===== config.mk =====
export PLATFORM = sky130hd
export DESIGN_NAME = axi_req_capture
export DESIGN_NICKNAME = d
export VERILOG_FILES = /design/src/verilog/sram_pkg.sv /design/src/verilog/axi_req_capture.sv
export SDC_FILE = /design/constraint.sdc
export NUM_CORES = 1
export LEC_CHECK = 0
export ABC_AREA = 1
export BUFFER_PORTS_ARGS = -buffer_cell sky130_fd_sc_hd__buf_2
export CAP_MARGIN = 20
export CELL_PAD_IN_SITES_DETAIL_PLACEMENT = 0
export CELL_PAD_IN_SITES_GLOBAL_PLACEMENT = 1
export CORE_AREA = 2 2 107 109
export CTS_CLUSTER_SIZE = 28
export DETAILED_ROUTE_END_ITERATION = 8
export DIE_AREA = 0 0 109 111
export PLACE_DENSITY_LB_ADDON = 0.15
export SLEW_MARGIN = 20
export SYNTH_ARGS = -nofsm -noshare
export SYNTH_HDL_FRONTEND = slang
export SYNTH_SLANG_ARGS = --single-unit

===== constraint.sdc =====
create_clock -name clk -period 2.3 [get_ports clk]
set_clock_uncertainty 0.15 [all_clocks]
set_input_delay 0.575 -clock clk [delete_from_list [all_inputs] [get_ports clk]]
set_output_delay 0.575 -clock clk [all_outputs]
set_load 0.02 [all_outputs]

===== src/verilog/sram_pkg.sv =====
package sram_pkg;

  localparam int ADDR_W       = 32;
  localparam int DATA_W       = 32;
  localparam int STRB_W       = 4;
  localparam int MEM_WORDS    = 1024;
  localparam int MEM_BYTES    = MEM_WORDS * STRB_W;  // valid byte range is 0 to 4095.
  localparam int IDX_W        = $clog2(MEM_WORDS);
  localparam int BYTE_LSB     = $clog2(STRB_W);      // word index starts above the byte lanes.
  localparam int DELAY_MIN    = 2;
  localparam int DELAY_MASK_W = 3;
  localparam int CNT_W        = 4;                   // holds DELAY_MIN - 1 + 7 at most.
  localparam int LFSR_W       = 8;
  localparam logic [LFSR_W-1:0] LFSR_SEED = 8'h5A;
  localparam logic [LFSR_W-1:0] LFSR_TAPS = 8'hB8;   // x^8 + x^6 + x^5 + x^4 + 1.

  typedef struct packed {
    logic [ADDR_W-1:0] addr;
  } rd_req_t;

  typedef struct packed {
    logic [ADDR_W-1:0] addr;
    logic [DATA_W-1:0] data;
    logic [STRB_W-1:0] strb;
  } wr_req_t;

  typedef struct packed {
    logic [DATA_W-1:0] data;
    logic              err;
  } rd_resp_t;

  typedef struct packed {
    logic err;
  } wr_resp_t;

  typedef enum logic [1:0] {
    RD_IDLE,
    RD_PENDING,
    RD_WAIT_RESP
  } rd_state_e;

  typedef enum logic [1:0] {
    WR_IDLE,
    WR_WAIT_DATA,
    WR_PENDING,
    WR_WAIT_RESP
  } wr_state_e;

  typedef enum logic [1:0] {
    CORE_IDLE,
    CORE_COUNT_RD,
    CORE_COUNT_WR
  } core_state_e;

  typedef enum logic {
    OP_READ,
    OP_WRITE
  } core_op_e;

endpackage


===== src/verilog/axi_req_capture.sv =====
`timescale 1ns/1ps

module axi_req_capture import sram_pkg::*; (
  input  logic              clk,
  input  logic              rst,
  input  logic [ADDR_W-1:0] araddr,
  input  logic              arvalid,
  output logic              arready,
  input  logic [ADDR_W-1:0] awaddr,
  input  logic              awvalid,
  input  logic [DATA_W-1:0] wdata,
  input  logic [STRB_W-1:0] wstrb,
  input  logic              wvalid,
  output logic              awready,
  output logic              wready,
  output rd_req_t           rd_req,
  output logic              rd_pending,
  output wr_req_t           wr_req,
  output logic              wr_pending,
  input  logic              rd_take,
  input  logic              wr_take,
  input  logic              rd_free,
  input  logic              wr_free
);

  rd_state_e rd_state;
  wr_state_e wr_state;

  // the read side keeps one request in flight between address accept and rd_free.
  always_ff @(posedge clk) begin
    if (rst) begin
      rd_state   <= RD_IDLE;
      arready    <= 1'b1;
      rd_pending <= 1'b0;
    end else begin
      case (rd_state)
        RD_IDLE: begin
          if (arvalid && arready) begin
            arready    <= 1'b0;
            rd_pending <= 1'b1;
            rd_state   <= RD_PENDING;
          end
        end
        RD_PENDING: begin
          if (rd_take) begin
            rd_pending <= 1'b0;
            rd_state   <= RD_WAIT_RESP;
          end
        end
        RD_WAIT_RESP: begin
          if (rd_free) begin
            arready  <= 1'b1;  // reopen only once the master has the data.
            rd_state <= RD_IDLE;
          end
        end
        default: rd_state <= RD_IDLE;
      endcase
    end
  end

  always_ff @(posedge clk) begin
    if (arvalid && arready) begin
      rd_req.addr <= araddr;
    end
  end

  // the write side takes the address first and then the data beat.
  always_ff @(posedge clk) begin
    if (rst) begin
      wr_state   <= WR_IDLE;
      awready    <= 1'b1;
      wready     <= 1'b0;
      wr_pending <= 1'b0;
    end else begin
      case (wr_state)
        WR_IDLE: begin
          if (awvalid && awready) begin
            awready  <= 1'b0;
            wready   <= 1'b1;
            wr_state <= WR_WAIT_DATA;
          end
        end
        WR_WAIT_DATA: begin
          if (wvalid && wready) begin
            wready     <= 1'b0;
            wr_pending <= 1'b1;
            wr_state   <= WR_PENDING;
          end
        end
        WR_PENDING: begin
          if (wr_take) begin
            wr_pending <= 1'b0;
            wr_state   <= WR_WAIT_RESP;
          end
        end
        WR_WAIT_RESP: begin
          if (wr_free) begin
            awready  <= 1'b1;
            wr_state <= WR_IDLE;
          end
        end
        default: wr_state <= WR_IDLE;
      endcase
    end
  end

  always_ff @(posedge clk) begin
    if (awvalid && awready) begin
      wr_req.addr <= awaddr;
    end
    if (wvalid && wready) begin
      wr_req.data <= wdata;
      wr_req.strb <= wstrb;
    end
  end

endmodule


==> results.cfg <==
[synthesis]
ys_warn_count = 0
ys_seq_area_frac = 0.903
synth_area_sq_mm = 0.00352
synth_nets = 286
synth.largest_area_cell = edfxtp_1
avgSynthCellArea_sq_um = 20.6
ys_ff_latch = 109
yosys.area.top_type_share = 0.852
synth_area_leaders = edfxtp_1, dfxtp_1, ha_1, nand3_1, nand2_1
ys_types = 13
syn_inst = 171

[die]
die_x_um = 109
die_y_um = 111
std_cell_rows = 39
core_sq_mm = 0.0111
die_area_sq_mm = 0.0121
ios = 214
start_util = 0.318

[setup_path]
slowest_stage = dfxtp_1
crit_path_start_kind = flop
path_cells = buf_2
cp_max_fo = 3
crit_buf_inv = 1
crit_required_ps = 1570
arrival_ps = 900
endpoint_kind = output port
path_delay_family = flip-flops
crit_type = flop to output port
cp_slowest_stage_delay_ps = 380

[route]
via_per_inst = 4.12
ant_nets = 0
drc = 0
drt_pass1_iterations = 4
wl_per_cell_um = 15.0
vias = 2248
drt_iter0_drc = 85
drt-total-wl_um = 8200

[global_route]
grt_pass1_wl_um = 11700
antenna_found_initial = 1
gr-usage-met1 = 0.147
grt_max_degree = 38
grt.met2_usage = 0.233
busiest_layer = met2
grt_usage = 0.133
grt_pass1_vias = 2197
gr-total-overflow = 0
met3_usage = 0.0388

[sta]
timing.final.ws_setup_ps = 673
maxSlewViolCount = 0
tns_ps = 0
finalSetupViolations = 0
fmax_mhz = 615
period_share = 0.707
maxSlewHeadroom = 0.687
period_minus_slack_ps = 1630
tightestPinTransition_ps = 469
finalHoldViolCount = 0
rsz0062_at_grt = no

[clock_network]
cts_hold_buf = 0
htree_levels = 3
post_cts_buffers = 0
ctsResizeCount = 0
clk_pin_slew_ps = 70
cts_tree = yes
clock-root-buffer = clkbuf_16
clockBufferDepth = 2
clkLatencyLatePin_ps = 330
cts_sinks = 109
numCtsBuffers = 9

[power]
p_per_area_mw_per_mm2 = 1020
p_leak_nw = 2.21
vdd_drop_max_mv = 0.472

[place]
port_buffers = 213
post-dp-hpwl_um = 6360
place_congestion = 0.737
post-place-ws_ps = 586

[cells_and_area]
final_common_cell = buf_2
nNetsFinal = 513
layout_common_cells = buf_2, edfxtp_1, nand2_1
area_growth_pct = 44.5
drive_above_1_share = 0.598
n_antenna_cell = 0

[flow_run]
maxCapViolCount = 0

[hold_path]
hold_path_class = input port to flop

[outcome]
status = complete, no violations
[synthesized netlist by cell type, drive strengths merged]
cell type,number
nor2,8
nand2,18
edfxtp,100
dfxtp,9
inv,12
a21oi,6
nand3b,2
nand3,10
ha,6
[worst paths after layout]
check,start,to,slack [ps],cells past startpoint
worst max-delay path,wready$_SDFFE_PP0P_,wready,670,1
worst min-delay path,araddr[17],rd_req[17]$_DFFE_PP_,260,1
worst max register to register,wr_state[1]$_SDFFE_PP0P_,wr_state[0]$_SDFFE_PP0P_,830,8
worst min register to register,rd_pending$_SDFFE_PP0P_,rd_pending$_SDFFE_PP0P_,330,2
[cells by family after synthesis]
| family | share of synthesized area |
|---|---|
| compound gates | 0.00852 |
| simple gates | 0.0540 |
| buf+inv | 0.0128 |
| flops | 0.903 |
| fa+ha+maj | 0.0213 |
[stage by stage]
step / power [mW] / util / cells / hold WS (ps) / cell area, sq um
2_1_floorplan: 3.32 / - / 171 / 317 / 3520
3_3_place_gp: 3.75 / 0.434 / 530 / 315 / 4800
3_5_place_dp: 3.75 / 0.434 / 530 / 318 / 4800
4_1_cts: 5.26 / 0.460 / 546 / 243 / 5090
5_1_grt: 5.43 / 0.460 / 546 / 242 / 5090
6_report: 5.17 / 0.460 / 546 / 260 / 5090
[power by group]
group | total, mW | switching, mW | internal, mW | leakage (nW)
clock network | 1.48 | 0.648 | 0.836 | 0.141
registers | 2.58 | 0.0931 | 2.49 | 1.02
logic | 1.10 | 0.736 | 0.367 | 1.05
total | 5.17 | 1.48 | 3.69 | 2.21
[registers in the layout, indices dropped and copies added, names as in the netlist]
signal / count
wr_pending: 1
wr_req: 68
rd_pending: 1
rd_state: 2
wr_state: 2
arready: 1
wready: 1
awready: 1
rd_req: 32
[routing by layer]
metal	vias to the layer above	wire length (um)
met2	99	4250
met4	2	113
met5	-	11
met3	12	643
met1	1051	3190
li1	1084	-
[layout make-up]
cell class | instances | area, sq um
Inverter | 12 | 45.0
Timing Repair Buffer | 216 | 1100
Sequential cell | 109 | 3180
Tap cell | 143 | 179
Clock buffer | 9 | 225
Clock inverter | 7 | 63.8
Fill cell | 1011 | 5980
Multi-Input combinational cell | 50 | 295
Note: power is estimated with default switching activity, not from simulation.
