### src/verilog/sram_pkg.sv
package sram_pkg;

  localparam int ADDR_W       = 32;
  localparam int DATA_W       = 32;
  localparam int STRB_W       = 4;
  localparam int MEM_WORDS    = 1024;
  localparam int MEM_BYTES    = MEM_WORDS * STRB_W;  // valid byte range is 0 to 4095.
  localparam int IDX_W        = $clog2(MEM_WORDS);
  localparam int BYTE_LSB     = $clog2(STRB_W);      // word index starts above the byte lanes.
  localparam int DELAY_MIN    = 2;
  localparam int DELAY_MASK_W = 3;
  localparam int CNT_W        = 4;                   // holds DELAY_MIN - 1 + 7 at most.
  localparam int LFSR_W       = 8;
  localparam logic [LFSR_W-1:0] LFSR_SEED = 8'h5A;
  localparam logic [LFSR_W-1:0] LFSR_TAPS = 8'hB8;   // x^8 + x^6 + x^5 + x^4 + 1.

  typedef struct packed {
    logic [ADDR_W-1:0] addr;
  } rd_req_t;

  typedef struct packed {
    logic [ADDR_W-1:0] addr;
    logic [DATA_W-1:0] data;
    logic [STRB_W-1:0] strb;
  } wr_req_t;

  typedef struct packed {
    logic [DATA_W-1:0] data;
    logic              err;
  } rd_resp_t;

  typedef struct packed {
    logic err;
  } wr_resp_t;

  typedef enum logic [1:0] {
    RD_IDLE,
    RD_PENDING,
    RD_WAIT_RESP
  } rd_state_e;

  typedef enum logic [1:0] {
    WR_IDLE,
    WR_WAIT_DATA,
    WR_PENDING,
    WR_WAIT_RESP
  } wr_state_e;

  typedef enum logic [1:0] {
    CORE_IDLE,
    CORE_COUNT_RD,
    CORE_COUNT_WR
  } core_state_e;

  typedef enum logic {
    OP_READ,
    OP_WRITE
  } core_op_e;

endpackage

### src/verilog/lfsr_delay.sv
`timescale 1ns/1ps

module lfsr_delay import sram_pkg::*; (
  input  logic              clk,
  input  logic              rst,
  output logic [LFSR_W-1:0] lfsr_value
);

  logic [LFSR_W-1:0] lfsr_q;
  logic [LFSR_W-1:0] lfsr_next;

  // Galois form, so the feedback bit is xored into the tap positions in parallel.
  always_comb begin
    lfsr_next = {1'b0, lfsr_q[LFSR_W-1:1]};
    if (lfsr_q[0]) begin
      lfsr_next = lfsr_next ^ LFSR_TAPS;
    end
  end

  always_ff @(posedge clk) begin
    if (rst) begin
      lfsr_q <= LFSR_SEED;  // must be nonzero or the register locks up.
    end else begin
      lfsr_q <= lfsr_next;
    end
  end

  assign lfsr_value = lfsr_q;

endmodule

### config.mk
export PLATFORM = sky130hd
export DESIGN_NAME = lfsr_delay
export DESIGN_NICKNAME = d
export VERILOG_FILES = /design/src/verilog/sram_pkg.sv /design/src/verilog/lfsr_delay.sv
export SDC_FILE = /design/constraint.sdc
export NUM_CORES = 1
export LEC_CHECK = 0
export CAP_MARGIN = 15
export CORE_AREA = 2 2 39 41
export DETAILED_ROUTE_END_ITERATION = 12
export DIE_AREA = 0 0 41 43
export DONT_BUFFER_PORTS = 1
export GPL_TIMING_DRIVEN = 0
export PLACE_DENSITY = 0.4
export SLEW_MARGIN = 0
export SYNTH_ARGS = -nofsm -noshare
export SYNTH_HDL_FRONTEND = slang
export SYNTH_SLANG_ARGS = --single-unit
### constraint.sdc
create_clock -name clk -period 1.4 [get_ports clk]
set_clock_uncertainty 0.2 [all_clocks]
set_input_delay 0.28 -clock clk [delete_from_list [all_inputs] [get_ports clk]]
set_output_delay 0.28 -clock clk [all_outputs]
set_load 0.01 [all_outputs]
==> results_dict.tcl, run 1 <==
set metrics [dict create \
    critPathBufInv 1 \
    io_buffers 0 \
    regToRegSetupSlack_ps 380 \
    cts.sinks 8 \
    yosys-top-cells-area "dfxtp_1 (61%), buf_4 (11%), xnor2_1 (10%)" \
    hold-path-cell-count 1 \
    final-setup-viol-count 0 \
    start_kind "input pin" \
    dieWidth_um 41 \
    p_leak_uw 0.000128 \
    clk_latency_ps 250 \
    syn_nets 25 \
    worstPathArrival_ps 1170 \
    seq_power_share_pct 55.2 \
    slew_viol_final 0 \
    synth_edf_count 0 \
    powerDensity_nw_per_um2 1550 \
    r2r_cells 2 \
    dieHeight_um 43 \
    ios 10 \
    p_sw_share_pct 23.0 \
    worst_pin_slew_ps 305 \
    power.switching_uw 113 \
    ys_seq_area_share_pct 60.7 \
    synth.distinct_cells 7 \
    die_area_um2 1760 \
    combinationalPowerShare_pct 9.9 \
    synth.cell_area_um2 264 \
    status "finished clean" \
    htreeDepth 1 \
    clock_power_share_pct 34.9 \
    grt_usage_pct 6.36 \
    grt_max_degree 9 \
    hp-class "reg2reg" \
    wl_per_cell_um 9.19 \
    clock_path_buffers 2 \
    vias_per_cell 3.51 \
    cp-end-kind "register" \
    drt_iter0_markers 2 \
    cp_data_required_time_ps 1340 \
    num_vias 151 \
    crit_slowest_cell "dlygate4sd3_1" \
    fmax_ghz 0.815 \
    firstDrtPassIters 2 \
    ys_warn_count 0 \
    p_int_uw 378 \
    syn_inst 23 \
    cts_resized 0 \
    finalNetCount 31 \
    period_share_pct 87.6 \
    dp.cells 39 \
    ir_drop_mv 0.558 \
    syn_avg_cell_area_um2 11.5 \
    crit_path_cell_trace "dlygate4sd3_1, or2_1" \
    hold_violations 0 \
    grt_antenna_before_repair 0 \
    fin_tns_setup_ps 0 \
    synth_commonest_cells "dfxtp_1 (8), buf_4 (4), nor2b_1 (3), xnor2_1 (3)" \
    cts_tree "built" \
    drc 0 \
    drt-total-wl_um 395 \
    cts-root-buf "clkbuf_4" \
    synth_area_leader_cell "dfxtp_1" \
    grt_first_pass_wirelength_um 607 \
    power_uw 491 \
    grt-ovfl-total 0 \
    postRouteAntennaNets 0 \
    synth_top_area_share_pct 60.7 \
    crit_family "buffers and inverters" \
    area_delta_synth_final_pct 19.9 \
    start_util_pct 19.1 \
    slew_headroom_pct 79.7 \
    ys_seq_elements 8 \
    path_class "in2reg" \
    place_congestion 0.659 \
    yosysMostFrequentCell "dfxtp_1" \
    ys.flop_type "dfxtp_1" \
    dp_hpwl_um 288 \
    antenna_cells 0 \
    critPathMaxFanout 8 \
    path_depth 2 \
    rsz0062_at_grt "false" \
    fin_cells 43 \
    largest_register_ffs 8 \
    slowest_delay_ps 630 \
    clkTransAtPathRegs_ps 50 \
    layout-drive-gt1-share_pct 25.9 \
    grt_pass1_vias 131 \
    cap_violations 0 \
    coreArea_um2 1380 \
    synthArstFlopShare_pct 0 \
    rows 14 \
    fin_crit_ps 1230 \
    cts_made_buffers 3 \
]
==> final timing paths <==
check | start | endpoint
setup / recovery | rst | lfsr_value[6]
hold / removal | lfsr_value[2] | lfsr_value[1]
setup reg to reg | lfsr_value[0] | lfsr_value[3]
hold reg to reg | lfsr_value[2] | lfsr_value[1]
==> cells in the final DEF (no fill, tap or decap) <==
cell	n
nand2b_1	2
buf_4	4
xnor2_1	3
dfxtp_1	8
dlygate4sd3_1	1
clkbuf_4	3
nor2b_1	3
or2_1	2
nor2_1	1
==> cell type report <==
cell class	instances	area [um2]
Fill cell	158	1070
Tap cell	16	20.0
Clock buffer	3	22.5
Multi-Input combinational cell	11	73.8
Timing Repair Buffer	1	10.0
Buffer	4	30.0
Sequential cell	8	160
==> per-layer routing <==
| metal | share of wire, % | GRT usage (%) | routed length, um | vias to the layer above |
|---|---|---|---|---|
| met5 | 0 | 0 | 0 | - |
| met4 | 2.8 | 8.00 | 11 | 0 |
| met3 | 15 | 6.81 | 61 | 2 |
| met2 | 36 | 5.31 | 144 | 11 |
| met1 | 45 | 6.89 | 178 | 64 |
| li1 | - | - | - | 74 |
==> per-stage QoR <==
step | hold slack [ps] | setup WS [ps] | cell area (um2) | utilization, %
2_1_floorplan | 152 | 449 | 264 | -
3_3_place_gp | 155 | 381 | 284 | 20.5
3_5_place_dp | 154 | 375 | 284 | 20.5
4_1_cts | 247 | 159 | 317 | 22.9
5_1_grt | 278 | 137 | 317 | 22.9
6_report | 250 | 173 | 317 | 22.9
==> kinds of logic after synthesis <==
group / Yosys count / share of synthesized area (%)
flip-flops: 8 / 60.7
AND/OR/NAND/NOR: 8 / 18.0
buffers and inverters: 4 / 11.4
XOR/XNOR: 3 / 9.95
==> power by group through the flow <==
stage                     logic, uW  clock network (uW)  registers [uW]
after floorplan                42.5                   0             271
after global routing           54.1                 195             274
final                          48.8                 171             271
after global placement         45.0                   0             276
after detailed placement       44.8                   0             277
after CTS                      49.6                 183             272
==> what timing repair did <==
| item | CTS | global route |
|---|---|---|
| endpoints found under the hold margin | 8 | 0 |
| hold buffers | 1 | 0 |
| buffers inserted | 0 | 0 |
Note: power is estimated with default switching activity, not from simulation.
==> inputs of run 2 (changes only) <==
--- a/config.mk
+++ b/config.mk
@@ -11,7 +11,7 @@
 export DIE_AREA = 0 0 41 43
 export DONT_BUFFER_PORTS = 1
 export GPL_TIMING_DRIVEN = 0
-export PLACE_DENSITY = 0.4
+export PLACE_DENSITY = 0.41
 export SLEW_MARGIN = 0
 export SYNTH_ARGS = -nofsm -noshare
 export SYNTH_HDL_FRONTEND = slang
==> constraint.sdc (replaced) <==
create_clock -name clk -period 1.1 [get_ports clk]
set_clock_uncertainty 0.2 [all_clocks]
set_input_delay 0.22 -clock clk [delete_from_list [all_inputs] [get_ports clk]]
set_output_delay 0.22 -clock clk [all_outputs]
set_load 0.01 [all_outputs]
==> run 2 against run 1 <==
Against the previous run:
- die area stayed put
- sequential cell count is the same
- hold slack got worse by 420 ps
- worst setup slack got worse by 170 ps
- sequential power rose by 30%
- final cell count down 2.3%
- first-iteration DRC count unchanged
- via count decreased by 2.6%
- utilization grew 1.2 points
- clock power increased by 27%
- the run now ends with negative hold slack left
- non-clock buffer count down 1
==> results_dict.tcl, run 2 (synthesized netlist as in run 1, its figures left out) <==
set metrics [dict create \
    violations "negative hold slack" \
    design_area_um2 333 \
    dieWidth_um 41 \
    fmax_ghz 0.910 \
    grt_first_pass_wirelength_um 669 \
    path_class "reg2out" \
    grt_pass1_vias 149 \
    critPathBufInv 1 \
    crit_path_cell_trace "buf_6" \
    slowest_delay_ps 320 \
    r2r_cells 2 \
    start_util_pct 19.1 \
    cp_data_required_time_ps 680 \
    cts.sinks 8 \
    rsz0062_at_grt "true" \
    worstPathArrival_ps 680 \
    grt_max_degree 9 \
    cp-end-kind "primary output" \
    hold_violations 8 \
    cts-root-buf "clkbuf_4" \
    clkTransAtPathRegs_ps 50 \
    fin_crit_ps 1100 \
    r2r-start "lfsr_value[5]" \
    final_common_cell "dfxtp_2" \
    ios 10 \
    cts_made_buffers 3 \
    hp-class "in2reg" \
    hold_slack_ps -172 \
    clock_path_buffers 2 \
    htreeDepth 1 \
    drc 0 \
    path_depth 1 \
    slew_viol_final 0 \
    vias_per_cell 3.50 \
    crit_family "flip-flops" \
    fin_cells 42 \
    r2r_end "lfsr_value[4]" \
    grt-ovfl-total 0 \
    critPathLaunch "lfsr_value[7]" \
    worstHoldStart "rst" \
    ir_drop_mv 0.447 \
    postRouteAntennaNets 0 \
    dpl_cell_area_um2 284 \
    power_uw 634 \
    clk_latency_ps 250 \
    p_leak_uw 0.000129 \
    powerDensity_nw_per_um2 1900 \
    drt-total-wl_um 402 \
    rows 14 \
    cts_tree "built" \
    antenna_cells 0 \
    firstDrtPassIters 2 \
    die_area_um2 1760 \
    fillers 160 \
    start_kind "register" \
    area_delta_synth_final_pct 26.1 \
    worst_pin_slew_ps 162 \
    dp_hpwl_um 296 \
    drt_iter0_markers 2 \
    coreArea_um2 1380 \
    io_buffers 0 \
    layout-drive-gt1-share_pct 53.8 \
    crit_path_end "lfsr_value[7]" \
    final_cell_mix "dfxtp_2 (6), buf_6 (4), xnor2_1 (3), nor2b_1 (3), clkbuf_4 (3)" \
    largest_register_ffs 8 \
    utilization_pct 24.1 \
    status "finished, violations left" \
    wl_per_cell_um 9.57 \
    dieHeight_um 43 \
    grt_usage_pct 6.66 \
    num_vias 147 \
    period_share_pct 99.9 \
    final-setup-viol-count 0 \
    slew_headroom_pct 89.2 \
    crit_slowest_cell "dfxtp_2" \
    regToRegSetupSlack_ps 200 \
    place_congestion 0.540 \
    cap_violations 0 \
    critPathMaxFanout 2 \
    grt_antenna_before_repair 0 \
    dp.cells 39 \
    finalNetCount 30 \
]
-- run 2: cell types whose count changed in the layout (fill, tap and decap cells not counted), sizes merged --
| cell | delta |
|---|---|
| dlygate4sd3 | -1 |
-- run 2: cell type report --
class | count | area, um2 | area share (%)
plain buffers | 4 | 45.0 | 13.5
multi-input cells | 11 | 73.8 | 22.2
clock buffers | 3 | 22.5 | 6.77
flip-flops and latches | 8 | 171 | 51.5
well taps | 16 | 20.0 | 6.02
-- run 2: routing by layer --
layer	wire length (um)	GRT usage, %
met5	0	0
met4	0	8.00
met3	34	5.76
met2	200	6.88
met1	166	6.86
-- run 2: through the flow --
step,setup WS (ps),TNS (ps)
floorplan,149,0
global placement,54.9,0
detailed placement,66.6,0
CTS,-17.6,-41.9
global route,-34.1,-125
finish,0.956,0
-- run 2: worst min path at each step --
stage,to,cells after the start
2_1_floorplan,lfsr_value[0],1
3_3_place_gp,lfsr_value[5],1
3_5_place_dp,lfsr_value[0],1
4_1_cts,lfsr_value[7],1
5_1_grt,lfsr_value[7],1
6_report,lfsr_value[7],1
-- run 2: what timing repair did --
action	4_1_cts	5_1_grt
buffers inserted	0	0
pin swaps	0	0
setup endpoints to repair	5	6
hold endpoints to repair	8	8
resized for setup	10	2
-- run 2: power by group --
| part | switching (uW) | internal [uW] |
|---|---|---|
| clock | 93.8 | 124 |
| combinational | 19.7 | 45.0 |
| sequential | 28.7 | 322 |
==> inputs of run 3 (changes only) <==
--- a/config.mk
+++ b/config.mk
@@ -12,6 +12,7 @@
 export DONT_BUFFER_PORTS = 1
 export GPL_TIMING_DRIVEN = 0
 export PLACE_DENSITY = 0.41
+export REMOVE_ABC_BUFFERS = 1
 export SLEW_MARGIN = 0
 export SYNTH_ARGS = -nofsm -noshare
 export SYNTH_HDL_FRONTEND = slang
==> constraint.sdc (replaced) <==
create_clock -name clk -period 1.1 [get_ports clk]
set_clock_uncertainty 0.2 [all_clocks]
set_input_delay 0.055 -clock clk [delete_from_list [all_inputs] [get_ports clk]]
set_output_delay 0.055 -clock clk [all_outputs]
set_load 0.01 [all_outputs]
==> run 3 against run 2 <==
Against the previous run:
- the run now ends clean
- final area fell by 14%
- critical path depth rose by 1
- sequential share of layout area rose by 4.4 points
- combinational power fell by 41%
- sequential power barely moved
- worst setup slack improved by 82 ps
- critical path type is now in2reg
==> results_dict.tcl, run 3 (synthesized netlist as in run 1, its figures left out) <==
set metrics [dict create \
    path_depth 2 \
    worstPathArrival_ps 960 \
    coreArea_um2 1380 \
    ir_drop_mv 0.657 \
    critPathLaunch "rst" \
    io_buffers 0 \
    cts.sinks 8 \
    grt_max_degree 9 \
    start_kind "input pin" \
    postRouteAntennaNets 0 \
    grt_usage_pct 6.74 \
    clock_power_share_pct 35.9 \
    critPathMaxFanout 8 \
    fillers 157 \
    ios 10 \
    drc 0 \
    hold_violations 0 \
    start_util_pct 19.1 \
    vias_per_cell 3.49 \
    crit_path_end "lfsr_value[6]" \
    area_delta_synth_final_pct 8.53 \
    drt-total-wl_um 414 \
    path_class "in2reg" \
    cap_violations 0 \
    p_int_uw 466 \
    dieHeight_um 43 \
    firstDrtPassIters 2 \
    cts_tree "built" \
    r2r_end "lfsr_value[3]" \
    cts_resized 0 \
    slowest_delay_ps 640 \
    hold-path-cell-count 1 \
    fin_cells 39 \
    grt-ovfl-total 0 \
    dieWidth_um 41 \
    status "finished clean" \
    r2r-start "lfsr_value[0]" \
    grt_pass1_vias 156 \
    clkTransAtPathRegs_ps 50 \
    final_cell_mix "dfxtp_1 (8), xnor2_1 (3), nor2b_1 (3), clkbuf_4 (3)" \
    cts-root-buf "clkbuf_4" \
    grt_first_pass_wirelength_um 669 \
    htreeDepth 1 \
    cts_made_buffers 3 \
    dp.cells 35 \
    wl_per_cell_um 10.6 \
    crit_path_cell_trace "dlygate4sd3_1, or2_1" \
    cp-end-kind "register" \
    utilization_pct 20.7 \
    place_congestion 0.530 \
    die_area_um2 1760 \
    fmax_ghz 0.983 \
    antenna_cells 0 \
    final_common_cell "dfxtp_1" \
    num_vias 136 \
    p_sw_share_pct 23.5 \
    grt_antenna_before_repair 0 \
    critPathBufInv 1 \
    rows 14 \
    layout-drive-gt1-share_pct 13.0 \
    final-setup-viol-count 0 \
    period_share_pct 92.5 \
    regToRegSetupSlack_ps 80 \
    worst_pin_slew_ps 276 \
    r2r_cells 2 \
    clk_latency_ps 250 \
    power.switching_uw 143 \
    clock_path_buffers 2 \
    p_leak_uw 0.000108 \
    crit_family "buffers and inverters" \
    largest_register_ffs 8 \
    fin_tns_setup_ps 0 \
    finalNetCount 27 \
    rsz0062_at_grt "false" \
    slew_viol_final 0 \
    slew_headroom_pct 81.6 \
    drt_iter0_markers 2 \
    seq_power_share_pct 57.8 \
    fin_crit_ps 1020 \
    combinationalPowerShare_pct 6.3 \
    cp_data_required_time_ps 1040 \
    hp-class "reg2reg" \
    powerDensity_nw_per_um2 2130 \
    crit_slowest_cell "dlygate4sd3_1" \
]
[run 3: changes by cell type in the layout (fill, tap and decap cells not counted)]
cell and delta:
buf_6 -4, dfxtp_1 +7, dfxtp_2 -6, dfxtp_4 -1, dlygate4sd3_1 +1
[run 3: timing repair]
item	4_1_cts	5_1_grt
buffers inserted	0	0
endpoints found under the hold margin	8	0
hold buffers	1	0
setup endpoints to repair	0	0
[run 3: final cells by class]
cell class,instances,area [um2],share of cell area (%)
tap,16,20.0,6.99
clock buffer,3,22.5,7.86
sequential,8,160,55.9
timing repair buffer,1,10.0,3.49
multi-input combinational,11,73.8,25.8
[run 3: worst min path at each step]
stage | start | slack (ps) | to
floorplan | rst | -70 | lfsr_value[0]
global placement | rst | -70 | lfsr_value[7]
detailed placement | rst | -70 | lfsr_value[0]
CTS | lfsr_value[2] | 320 | lfsr_value[1]
global route | lfsr_value[1] | 330 | lfsr_value[0]
finish | lfsr_value[1] | 320 | lfsr_value[0]
[run 3: metrics by stage]
step / hold slack [ps] / area, um2 / setup WS (ps) / power (uW)
after CTS: 319 / 287 / 78.8 / 623
after floorplan: -73.4 / 234 / 149 / 382
final: 315 / 287 / 82.8 / 609
after global routing: 335 / 287 / 27.7 / 655
after detailed placement: -71.0 / 254 / 88.8 / 391
after global placement: -71.3 / 254 / 86.4 / 389
[run 3: power by group through the flow]
stage	Sequential [uW]	Combinational, uW	Clock [uW]
floorplan	353	28.8	0
global placement	358	31.3	0
detailed placement	359	32.4	0
CTS	353	39.0	231
global route	357	43.4	255
finish	352	38.3	219
[run 3: worst register-to-register path, cell delays in order (launching register included)]
cell      delay [ps]
dfxtp_1          470
xnor2_1          170
nand2b_1          70
[run 3: routing by layer]
layer	vias to the layer above	part of all wire (%)	global-route usage, %
met5	-	0	0
met4	0	0	4.00
met3	0	23	9.95
li1	65	-	-
met2	13	36	8.13
met1	58	41	5.18
