### config.mk
export PLATFORM = sky130hd
export DESIGN_NAME = axi_resp_drive
export DESIGN_NICKNAME = d
export VERILOG_FILES = /design/src/verilog/sram_pkg.sv /design/src/verilog/axi_resp_drive.sv
export SDC_FILE = /design/constraint.sdc
export NUM_CORES = 1
export LEC_CHECK = 0
export BUFFER_PORTS_ARGS = -buffer_cell sky130_fd_sc_hd__buf_2
export CAP_MARGIN = 10
export CORE_ASPECT_RATIO = 2
export CORE_MARGIN = 2
export CORE_UTILIZATION = 38
export CTS_BUF_LIST = sky130_fd_sc_hd__clkbuf_4 sky130_fd_sc_hd__clkbuf_8
export DETAILED_ROUTE_END_ITERATION = 10
export GPL_TIMING_DRIVEN = 0
export PLACE_DENSITY = 0.83
export SLEW_MARGIN = 5
export SYNTH_ARGS = -nofsm -noshare
export SYNTH_HDL_FRONTEND = slang
export SYNTH_SLANG_ARGS = --single-unit
### constraint.sdc
create_clock -name clk -period 0.8 [get_ports clk]
set_input_delay 0.16 -clock clk [delete_from_list [all_inputs] [get_ports clk]]
set_output_delay 0.16 -clock clk [all_outputs]
set_load 0.05 [all_outputs]
### src/verilog/sram_pkg.sv
package sram_pkg;

  localparam int ADDR_W       = 32;
  localparam int DATA_W       = 32;
  localparam int STRB_W       = 4;
  localparam int MEM_WORDS    = 1024;
  localparam int MEM_BYTES    = MEM_WORDS * STRB_W;  // valid byte range is 0 to 4095.
  localparam int IDX_W        = $clog2(MEM_WORDS);
  localparam int BYTE_LSB     = $clog2(STRB_W);      // word index starts above the byte lanes.
  localparam int DELAY_MIN    = 2;
  localparam int DELAY_MASK_W = 3;
  localparam int CNT_W        = 4;                   // holds DELAY_MIN - 1 + 7 at most.
  localparam int LFSR_W       = 8;
  localparam logic [LFSR_W-1:0] LFSR_SEED = 8'h5A;
  localparam logic [LFSR_W-1:0] LFSR_TAPS = 8'hB8;   // x^8 + x^6 + x^5 + x^4 + 1.

  typedef struct packed {
    logic [ADDR_W-1:0] addr;
  } rd_req_t;

  typedef struct packed {
    logic [ADDR_W-1:0] addr;
    logic [DATA_W-1:0] data;
    logic [STRB_W-1:0] strb;
  } wr_req_t;

  typedef struct packed {
    logic [DATA_W-1:0] data;
    logic              err;
  } rd_resp_t;

  typedef struct packed {
    logic err;
  } wr_resp_t;

  typedef enum logic [1:0] {
    RD_IDLE,
    RD_PENDING,
    RD_WAIT_RESP
  } rd_state_e;

  typedef enum logic [1:0] {
    WR_IDLE,
    WR_WAIT_DATA,
    WR_PENDING,
    WR_WAIT_RESP
  } wr_state_e;

  typedef enum logic [1:0] {
    CORE_IDLE,
    CORE_COUNT_RD,
    CORE_COUNT_WR
  } core_state_e;

  typedef enum logic {
    OP_READ,
    OP_WRITE
  } core_op_e;

endpackage

### src/verilog/axi_resp_drive.sv
`timescale 1ns/1ps

module axi_resp_drive import sram_pkg::*; (
  input  logic              clk,
  input  logic              rst,
  input  logic              rd_done,
  input  rd_resp_t          rd_resp,
  input  logic              wr_done,
  input  wr_resp_t          wr_resp,
  output logic [DATA_W-1:0] rdata,
  output logic              rresp,
  output logic              rvalid,
  input  logic              rready,
  output logic              bresp,
  output logic              bvalid,
  input  logic              bready,
  output logic              rd_free,
  output logic              wr_free
);

  rd_resp_t rd_hold;
  wr_resp_t wr_hold;

  always_ff @(posedge clk) begin
    if (rst) begin
      rvalid  <= 1'b0;
      rd_free <= 1'b0;
    end else begin
      rd_free <= 1'b0;
      if (rd_done) begin
        rvalid <= 1'b1;
      end else if (rvalid && rready) begin
        rvalid  <= 1'b0;
        rd_free <= 1'b1;  // lets the capture side take the next read address.
      end
    end
  end

  always_ff @(posedge clk) begin
    if (rst) begin
      bvalid  <= 1'b0;
      wr_free <= 1'b0;
    end else begin
      wr_free <= 1'b0;
      if (wr_done) begin
        bvalid <= 1'b1;
      end else if (bvalid && bready) begin
        bvalid  <= 1'b0;
        wr_free <= 1'b1;
      end
    end
  end

  // payload only loads on done, so it stays put while the master stalls.
  always_ff @(posedge clk) begin
    if (rd_done) begin
      rd_hold <= rd_resp;
    end
    if (wr_done) begin
      wr_hold <= wr_resp;
    end
  end

  assign rdata = rd_hold.data;
  assign rresp = rd_hold.err;
  assign bresp = wr_hold.err;

endmodule

==> results.cfg, run 1 <==
[worst_setup_path]
cpLargestDelayFamily = flip-flops
crit-reg2reg-launch = rvalid
crit_path_top_delay_cell = edfxtp_1
worst-path-buf-inv = 1
timing.critical_path.from_type = register
crit_arrival_ns = 0.85
cp-end-kind = output pin
crit_path_cell_trace = buf_6
rrSetupSlack_ns = 0.12
worstReg2RegEnd = rd_free
critical_path_class = register to output pin
critical_path.max_fanout = 1
worst_r2r_path_depth = 1
cpPeakStageDelay_ns = 0.40
worst-endpoint-required_ns = 0.64

[logic_synthesis]
seq_area_frac_synth = 0.9524
ys.warnings.count = 0
synth-edff-count = 34
postSynth.asyncResetShare = 0
postSynthNetCount = 86
postSynth.topFlopCell = edfxtp_1
synth.distinct_cells = 6
yosysMostFrequentCell = edfxtp_1
synthDominantAreaCellType = edfxtp_1
mappedNetlistArea_um2 = 1156
synth.top_cell.area_share = 0.8831
synth.top_cells.by_area = edfxtp_1 88%, dfxtp_1 6.9%, and4bb_2 2.2%
synth.avg_cell_area_um2 = 25.13
synth-seq-cells = 38
instance_count_of_the_mapped_netlist = 46
netlist_top_cells_count = 34 x edfxtp_1, 4 x dfxtp_1

[hold_path]
hold_path_end = rresp
worstHoldPathCells = 1
hp-class = primary input to register
min-delay-start = rd_resp[0]

[sta]
setup_slack_ns = -0.2104
finalSetupTns_ns = -7.143
timing.slew.headroom = 0.7195
worst-slew-pin-transition_ns = 0.4207
timing.final.hold_violations = 0
maxClockFrequency_ghz = 0.9897
max_slew_vio_count = 0
final.min_clock_period_ns = 1.010
report.final.setup_viol = 38
final_min_period_over_clock_period = 1.263
rsz_0062_raised_after_global_routing = yes
worst_clock_skew_ns = 0.001861

[routing]
detailedRoute.firstPassIterationCount = 4
drt-wirelength-per-cell_um = 16.05
totalWireLength_um = 2584
vias_per_cell = 4.826
drc = 0
vias_post_dr = 777
postRouteAntennaNets = 0
detail_route.iter0.violations = 15

[grt]
initial_antenna_violation_count = 0
grt_pass1_vias = 814
grt_start_max_net_pins = 36
overflow = 0
global_route_total_usage_across_every_layer = 0.1454
global_route_wire_length_before_repair_um = 3560

[clocking]
clock-sinks = 38
postCtsSetupBuffers = 0
number_of_h_tree_branching_levels = 2
max-clock-path-buffers = 2
cts_buffers = 5
cts_tree = done
later_pin_clock_latency_in_the_skew_report_ns = 0.28
cts_hold_repair.buffers = 0
root_buffer = clkbuf_8
clkSlewWorstSetupHoldPaths_ns = 0.07

[finish]
synthesis_to_layout_area_growth_pct = 66.13
cell_area_after_layout_um2 = 1921
diodes = 0
layout.nets = 170
share_of_layout_cells_above_drive_strength_1 = 0.6870
final.fill_count = 218

[floorplan]
fp.dieH_um = 82.01
die-area_um2 = 3526
area_of_the_placeable_core_um2 = 2943
io_pins = 78
floorplan.initialDensity = 0.3929
fp.dieW_um = 43
fp-row-count = 28

[place]
finalWeightedCongestion = 0.7016
postPlaceCellArea_um2 = 1582
place.port_buffers = 77
place.detailed.hpwl_um = 1777

[power]
internal_power_w = 0.003273
combPwrFrac = 0.214
power_density_normalized_to_cell_area_nw_per_um2 = 2398
switching_power_w = 0.001332
sw_share = 0.2893
total_leakage_power_nw = 0.8217
clock_power_share = 0.264
worst_ir_drop_vdd_mv = 1.944
sequentialPowerShare = 0.522

[status]
violations = setup timing
status = finished with violations

[flow_run]
drv.max_cap_violation_count = 0
==> per-stage QoR <==
step	setup WS [ns]	std cells	power [W]	hold WS, ns	utilization
2_1_floorplan	0.02346	46	0.002949	0.2217	-
3_3_place_gp	-0.3118	153	0.003188	0.3369	0.5374
3_5_place_dp	-0.3765	153	0.003212	0.3383	0.5374
4_1_cts	-0.2424	161	0.004643	0.03403	0.6526
5_1_grt	-0.2476	161	0.004771	0.02763	0.6526
6_report	-0.2104	161	0.004605	0.04530	0.6526
==> power groups by stage <==
stage                     clock, W  combinational, W  sequential, W
final                      0.00122          0.000986        0.00240
after global placement           0          0.000790        0.00240
after detailed placement         0          0.000804        0.00241
after global routing       0.00135           0.00101        0.00241
after floorplan                  0         0.0000119        0.00294
after CTS                  0.00126          0.000983        0.00240
==> logic make-up (layout without fill, tap and decap cells) <==
| family | count (synthesis) | after routing | share of synthesized area |
|---|---|---|---|
| flip-flops | 38 | 38 | 0.9524 |
| AND/OR/NAND/NOR | 4 | 4 | 0.03246 |
| AO/OA/AOI/OAI | 2 | 2 | 0.008658 |
| buffers and inverters | 2 | 87 | 0.006496 |
==> placed cells by master, fill, tap and decap left out, drive strengths merged <==
cell type / n
clkinv: 2
dfxtp: 4
edfxtp: 34
inv: 2
buf: 77
nand2b: 2
a21oi: 2
and4bb: 2
clkbuf: 5
clkinvlp: 1
==> flip-flops by register name (all words and copies together), names as in the netlist <==
name,count
bresp,1
bvalid,1
rd_free,1
rdata,32
rresp,1
rvalid,1
wr_free,1
==> what timing repair did <==
| item | in CTS | in global routing |
|---|---|---|
| pin swaps | 0 | 0 |
| hold endpoints to repair | 0 | 0 |
| gates cloned | 0 | 0 |
| endpoints found under the setup margin | 72 | 38 |
| gates resized for setup | 82 | 0 |
==> final cells by class <==
| class | count | area [um2] | share of cell area |
|---|---|---|---|
| clock buffers | 5 | 68.82 | 0.03583 |
| repair buffers | 77 | 636.9 | 0.3316 |
| well taps | 30 | 37.54 | 0.01954 |
| multi-input cells | 6 | 47.55 | 0.02476 |
| inverters | 2 | 7.507 | 0.003909 |
| flip-flops and latches | 38 | 1106 | 0.5759 |
| clock inverters | 3 | 16.27 | 0.008469 |
==> routing by layer <==
| metal | vias to the layer above | global-route usage | wire length (um) |
|---|---|---|---|
| li1 | 343 | - | - |
| met1 | 360 | 0.1230 | 751 |
| met2 | 62 | 0.2515 | 1438 |
| met3 | 12 | 0.08132 | 301 |
| met4 | 0 | 0.09394 | 92 |
| met5 | - | 0 | 0 |
==> worst max-delay path by stage <==
stage	endpoint	cells past startpoint	start	slack, ns
6_report	rdata[4]	1	rdata[4]	-0.21
4_1_cts	rdata[24]	1	rdata[24]	-0.24
5_1_grt	rdata[21]	1	rdata[21]	-0.25
3_5_place_dp	rd_free	2	rd_done	-0.38
3_3_place_gp	rd_free	2	rd_done	-0.31
2_1_floorplan	rd_free	1	rvalid	0.02
Note: power is estimated with default switching activity, not from simulation.
==> run 2: changes to the inputs <==
PLACE_DENSITY = unset   (was 0.83)
PLACE_DENSITY_LB_ADDON = 0.2   (was unset)
SETUP_SLACK_MARGIN = 0.1   (was unset)
==> results.cfg, run 2 (synthesis results as in run 1) <==
[status]
status = finished with violations
violations = setup timing

[routing]
detailedRoute.firstPassIterationCount = 3
detail_route.iter0.violations = 13
drc = 0
drt-wirelength-per-cell_um = 13.66
vias_post_dr = 739
vias_per_cell = 4.534
totalWireLength_um = 2226
postRouteAntennaNets = 0

[sta]
report.final.setup_viol = 38
max_slew_vio_count = 0
worst_clock_skew_ns = 0.003437
maxClockFrequency_ghz = 0.9943
fin_worst_hold_slack_ns = 0.04949
timing.final.hold_violations = 0
timing.slew.headroom = 0.7181
finalSetupTns_ns = -6.825
final_min_period_over_clock_period = 1.257
rsz_0062_raised_after_global_routing = yes
worst-slew-pin-transition_ns = 0.4229
final.min_clock_period_ns = 1.006
setup_slack_ns = -0.2057

[place]
finalWeightedCongestion = 0.6838
postPlaceCellArea_um2 = 1589
placed_cells = 153
place.port_buffers = 77

[worst_setup_path]
timing.critical_path.from_type = register
critical_path_class = register to output pin
critical_path.max_fanout = 1
crit_path_cell_trace = buf_6
crit_arrival_ns = 0.85
cpPeakStageDelay_ns = 0.39
cpLargestDelayFamily = flip-flops
crit-reg2reg-launch = bvalid
crit_path_top_delay_cell = edfxtp_1
cp-end-kind = output pin
worst-path-buf-inv = 1
worst-endpoint-required_ns = 0.64
crit_start = rdata[28]

[flow_run]
drv.max_cap_violation_count = 0

[grt]
grt_start_max_net_pins = 36
grt.met3_usage = 0.07692
gr-usage-met2 = 0.2364
overflow = 0
grt_pass1_vias = 753
initial_antenna_violation_count = 0
global_route.usage.met1 = 0.09481
global_route_total_usage_across_every_layer = 0.1294
gr-max-usage-layer = met2
global_route_wire_length_before_repair_um = 3160

[floorplan]
fp.dieW_um = 43
die-area_um2 = 3526
floorplan.initialDensity = 0.3929
area_of_the_placeable_core_um2 = 2943
fp-row-count = 28
fp.dieH_um = 82.01
io_pins = 78

[finish]
most-common-layout-cells = 38 x buf_2, 37 x buf_6, 34 x edfxtp_1
stdcell_count = 163
diodes = 0
finalCoreUtilization = 0.6696
largest_register_ff_count = 32
share_of_layout_cells_above_drive_strength_1 = 0.7218
layout_commonest_cell = buf_2
cell_area_after_layout_um2 = 1971
synthesis_to_layout_area_growth_pct = 70.45
layout.nets = 172
final.fill_count = 214

[clocking]
later_pin_clock_latency_in_the_skew_report_ns = 0.28
clkSlewWorstSetupHoldPaths_ns = 0.07
cts_buffers = 5
cts_tree = done
root_buffer = clkbuf_8
clock-sinks = 38
number_of_h_tree_branching_levels = 2
max-clock-path-buffers = 2

[power]
total_leakage_power_nw = 0.8504
worst_ir_drop_vdd_mv = 1.513
power_density_normalized_to_cell_area_nw_per_um2 = 2344

[hold_path]
min-delay-start = rd_resp[14]
hp-class = primary input to register
==> run 2: changes by cell type in the layout (fill, tap and decap cells not counted), sizes merged <==
cell      previous run  this run
clkbuf               5         6
clkinvlp             1         0
buf                 77        79
==> run 2: layer usage <==
| metal | vias up | wire (um) |
|---|---|---|
| li1 | 348 | - |
| met1 | 340 | 674 |
| met2 | 46 | 1251 |
| met3 | 5 | 246 |
| met4 | 0 | 55 |
| met5 | - | 0 |
==> run 2: per-stage QoR <==
stage / worst slack (ns) / total power, W
final: -0.2057 / 0.004619
after global routing: -0.2453 / 0.004791
after CTS: -0.2189 / 0.004661
after detailed placement: -0.3666 / 0.003201
after global placement: -0.3459 / 0.003185
after floorplan: 0.03940 / 0.002946
==> run 2: area by class of cell <==
| class | count | area [um2] | area share |
|---|---|---|---|
| Multi-Input combinational cell | 6 | 70.07 | 0.03556 |
| Inverter | 2 | 7.507 | 0.003810 |
| Tap cell | 30 | 37.54 | 0.01905 |
| Clock inverter | 2 | 8.758 | 0.004444 |
| Sequential cell | 38 | 1111 | 0.5638 |
| Clock buffer | 6 | 76.32 | 0.03873 |
| Timing Repair Buffer | 79 | 659.4 | 0.3346 |
==> run 2: worst paths after layout <==
| path | endpoint | slack (ns) | depth (start not counted) |
|---|---|---|---|
| worst max-delay path | rdata[28] | -0.21 | 1 |
| worst min-delay path | rdata[13] | 0.05 | 1 |
| worst max register to register | wr_free | 0.02 | 2 |
| worst min register to register | rvalid | 0.60 | 3 |
==> run 2: power by group <==
| part | internal (W) | total (W) | switching, W | leakage (nW) |
|---|---|---|---|---|
| clock network | 0.000631 | 0.00122 | 0.000588 | 0.0460 |
| registers | 0.00233 | 0.00239 | 0.0000679 | 0.368 |
| logic | 0.000366 | 0.00100 | 0.000638 | 0.437 |
| total | 0.00332 | 0.00462 | 0.00129 | 0.850 |
==> run 2: what timing repair did <==
action | 4_1_cts | 5_1_grt
resized for setup | 80 | 6
gates cloned | 0 | 0
hold buffers | 0 | 0
setup endpoints to repair | 73 | 41
pin swaps | 1 | 2
buffers inserted | 1 | 1
==> run 3: changes to the inputs <==
CORE_UTILIZATION = 36   (was 38)
CTS_BUF_LIST = unset   (was sky130_fd_sc_hd__clkbuf_4 sky130_fd_sc_hd__clkbuf_8)
SKIP_LAST_GASP = 1   (was unset)
==> results.cfg, run 3 (synthesis results as in run 1) <==
[grt]
grt_start_max_net_pins = 36
grt_pass1_vias = 800
global_route_total_usage_across_every_layer = 0.1326
overflow = 0
initial_antenna_violation_count = 0
global_route_wire_length_before_repair_um = 3429

[routing]
detail_route.iter0.violations = 8
drt-wirelength-per-cell_um = 13.62
vias_post_dr = 736
postRouteAntennaNets = 0
detailedRoute.firstPassIterationCount = 3
totalWireLength_um = 2220
vias_per_cell = 4.515
drc = 0

[worst_setup_path]
critical_path_class = register to output pin
crit_start = rdata[11]
timing.critical_path.from_type = register
crit_path_cell_trace = buf_6
crit_path_top_delay_cell = edfxtp_1
worst-path-buf-inv = 1
crit-reg2reg-launch = rvalid
cpLargestDelayFamily = flip-flops
crit_arrival_ns = 0.85
worstReg2RegEnd = rd_free
critical_path.max_fanout = 1
worst-endpoint-required_ns = 0.64
cpPeakStageDelay_ns = 0.40
rrSetupSlack_ns = 0.03
critPathCapture = rdata[11]
cp-end-kind = output pin
stages_on_the_worst_setup_path = 1
worst_r2r_path_depth = 2

[floorplan]
area_of_the_placeable_core_um2 = 3120
io_pins = 78
fp.dieW_um = 44.07
die-area_um2 = 3708
fp-row-count = 29
floorplan.initialDensity = 0.3705
fp.dieH_um = 84.14

[clocking]
cts_buffers = 5
cts_tree = done
root_buffer = clkbuf_8
max-clock-path-buffers = 2
number_of_h_tree_branching_levels = 2
clkSlewWorstSetupHoldPaths_ns = 0.07
clock-sinks = 38
later_pin_clock_latency_in_the_skew_report_ns = 0.28
cts_hold_repair.buffers = 0

[sta]
finalSetupTns_ns = -6.771
timing.final.hold_violations = 0
timing.slew.headroom = 0.7231
report.final.setup_viol = 38
worst_clock_skew_ns = 0.0002230
setup_slack_ns = -0.2104
maxClockFrequency_ghz = 0.9897
final.min_clock_period_ns = 1.010
rsz_0062_raised_after_global_routing = yes
max_slew_vio_count = 0
worst-slew-pin-transition_ns = 0.4153
final_min_period_over_clock_period = 1.263

[power]
worst_ir_drop_vdd_mv = 1.517
power_density_normalized_to_cell_area_nw_per_um2 = 2339
total_leakage_power_nw = 0.8332

[hold_path]
hp-class = primary input to register
min-delay-start = rd_resp[4]

[finish]
largest_register_ff_count = 32
finalCoreUtilization = 0.6231
layout.nets = 171
most-common-layout-cells = 38 x buf_2, 36 x buf_6, 34 x edfxtp_1
diodes = 0
synthesis_to_layout_area_growth_pct = 68.18
layout_commonest_cell = buf_2
share_of_layout_cells_above_drive_strength_1 = 0.6894

[status]
status = finished with violations
violations = setup timing

[place]
place.detailed.hpwl_um = 1590
placement.setup.worst_slack_ns = -0.3699
place.port_buffers = 77
finalWeightedCongestion = 0.6321

[flow_run]
drv.max_cap_violation_count = 0
## run 3: how the worst min path moves through the flow
stage / end / cells after the start
2_1_floorplan: bvalid / 1
3_3_place_gp: bresp / 1
3_5_place_dp: rdata[4] / 1
4_1_cts: rdata[19] / 1
5_1_grt: rdata[14] / 1
6_report: rdata[3] / 1
## run 3: per-stage QoR
step	cells	hold WS (ns)	power [W]	area (um2)
2_1_floorplan	46	0.2194	0.002946	1166
3_3_place_gp	154	0.3368	0.003187	1590
3_5_place_dp	154	0.3381	0.003202	1590
4_1_cts	163	0.04210	0.004597	1929
5_1_grt	163	0.03489	0.004750	1944
6_report	163	0.05066	0.004547	1944
## run 3: worst register-to-register path, cell delays in order, from the launching register on
cell and delay, ns:
dfxtp_4 0.35, buf_6 0.12, and4bb_2 0.20
## run 3: area by class of cell
| cell class | count | area (um2) |
|---|---|---|
| flip-flops and latches | 38 | 1111 |
| multi-input cells | 6 | 58.81 |
| clock buffers | 5 | 68.82 |
| inverters | 2 | 7.507 |
| fillers | 249 | 1176 |
| repair buffers | 78 | 648.1 |
| clock inverters | 3 | 11.26 |
| well taps | 31 | 38.79 |
## run 3: metal layers
metal	part of all wire	vias to the layer above	global-route usage
li1	-	346	-
met1	0.27	337	0.1116
met2	0.58	48	0.2313
met3	0.12	5	0.06237
met4	0.026	0	0.08264
met5	0	-	0
## run 3: power by group
| part | internal (W) | leakage, nW | total (W) | switching [W] |
|---|---|---|---|---|
| combinational | 0.000357 | 0.425 | 0.000988 | 0.000631 |
| clock | 0.000580 | 0.0407 | 0.00116 | 0.000584 |
| sequential | 0.00233 | 0.368 | 0.00240 | 0.0000683 |
| total | 0.00326 | 0.833 | 0.00455 | 0.00128 |
## run 3: what timing repair did
item / 4_1_cts / 5_1_grt
pin swaps: 0 / 2
gates cloned: 0 / 0
buffers inserted: 1 / 1
resized for setup: 80 / 4
setup endpoints to repair: 73 / 40
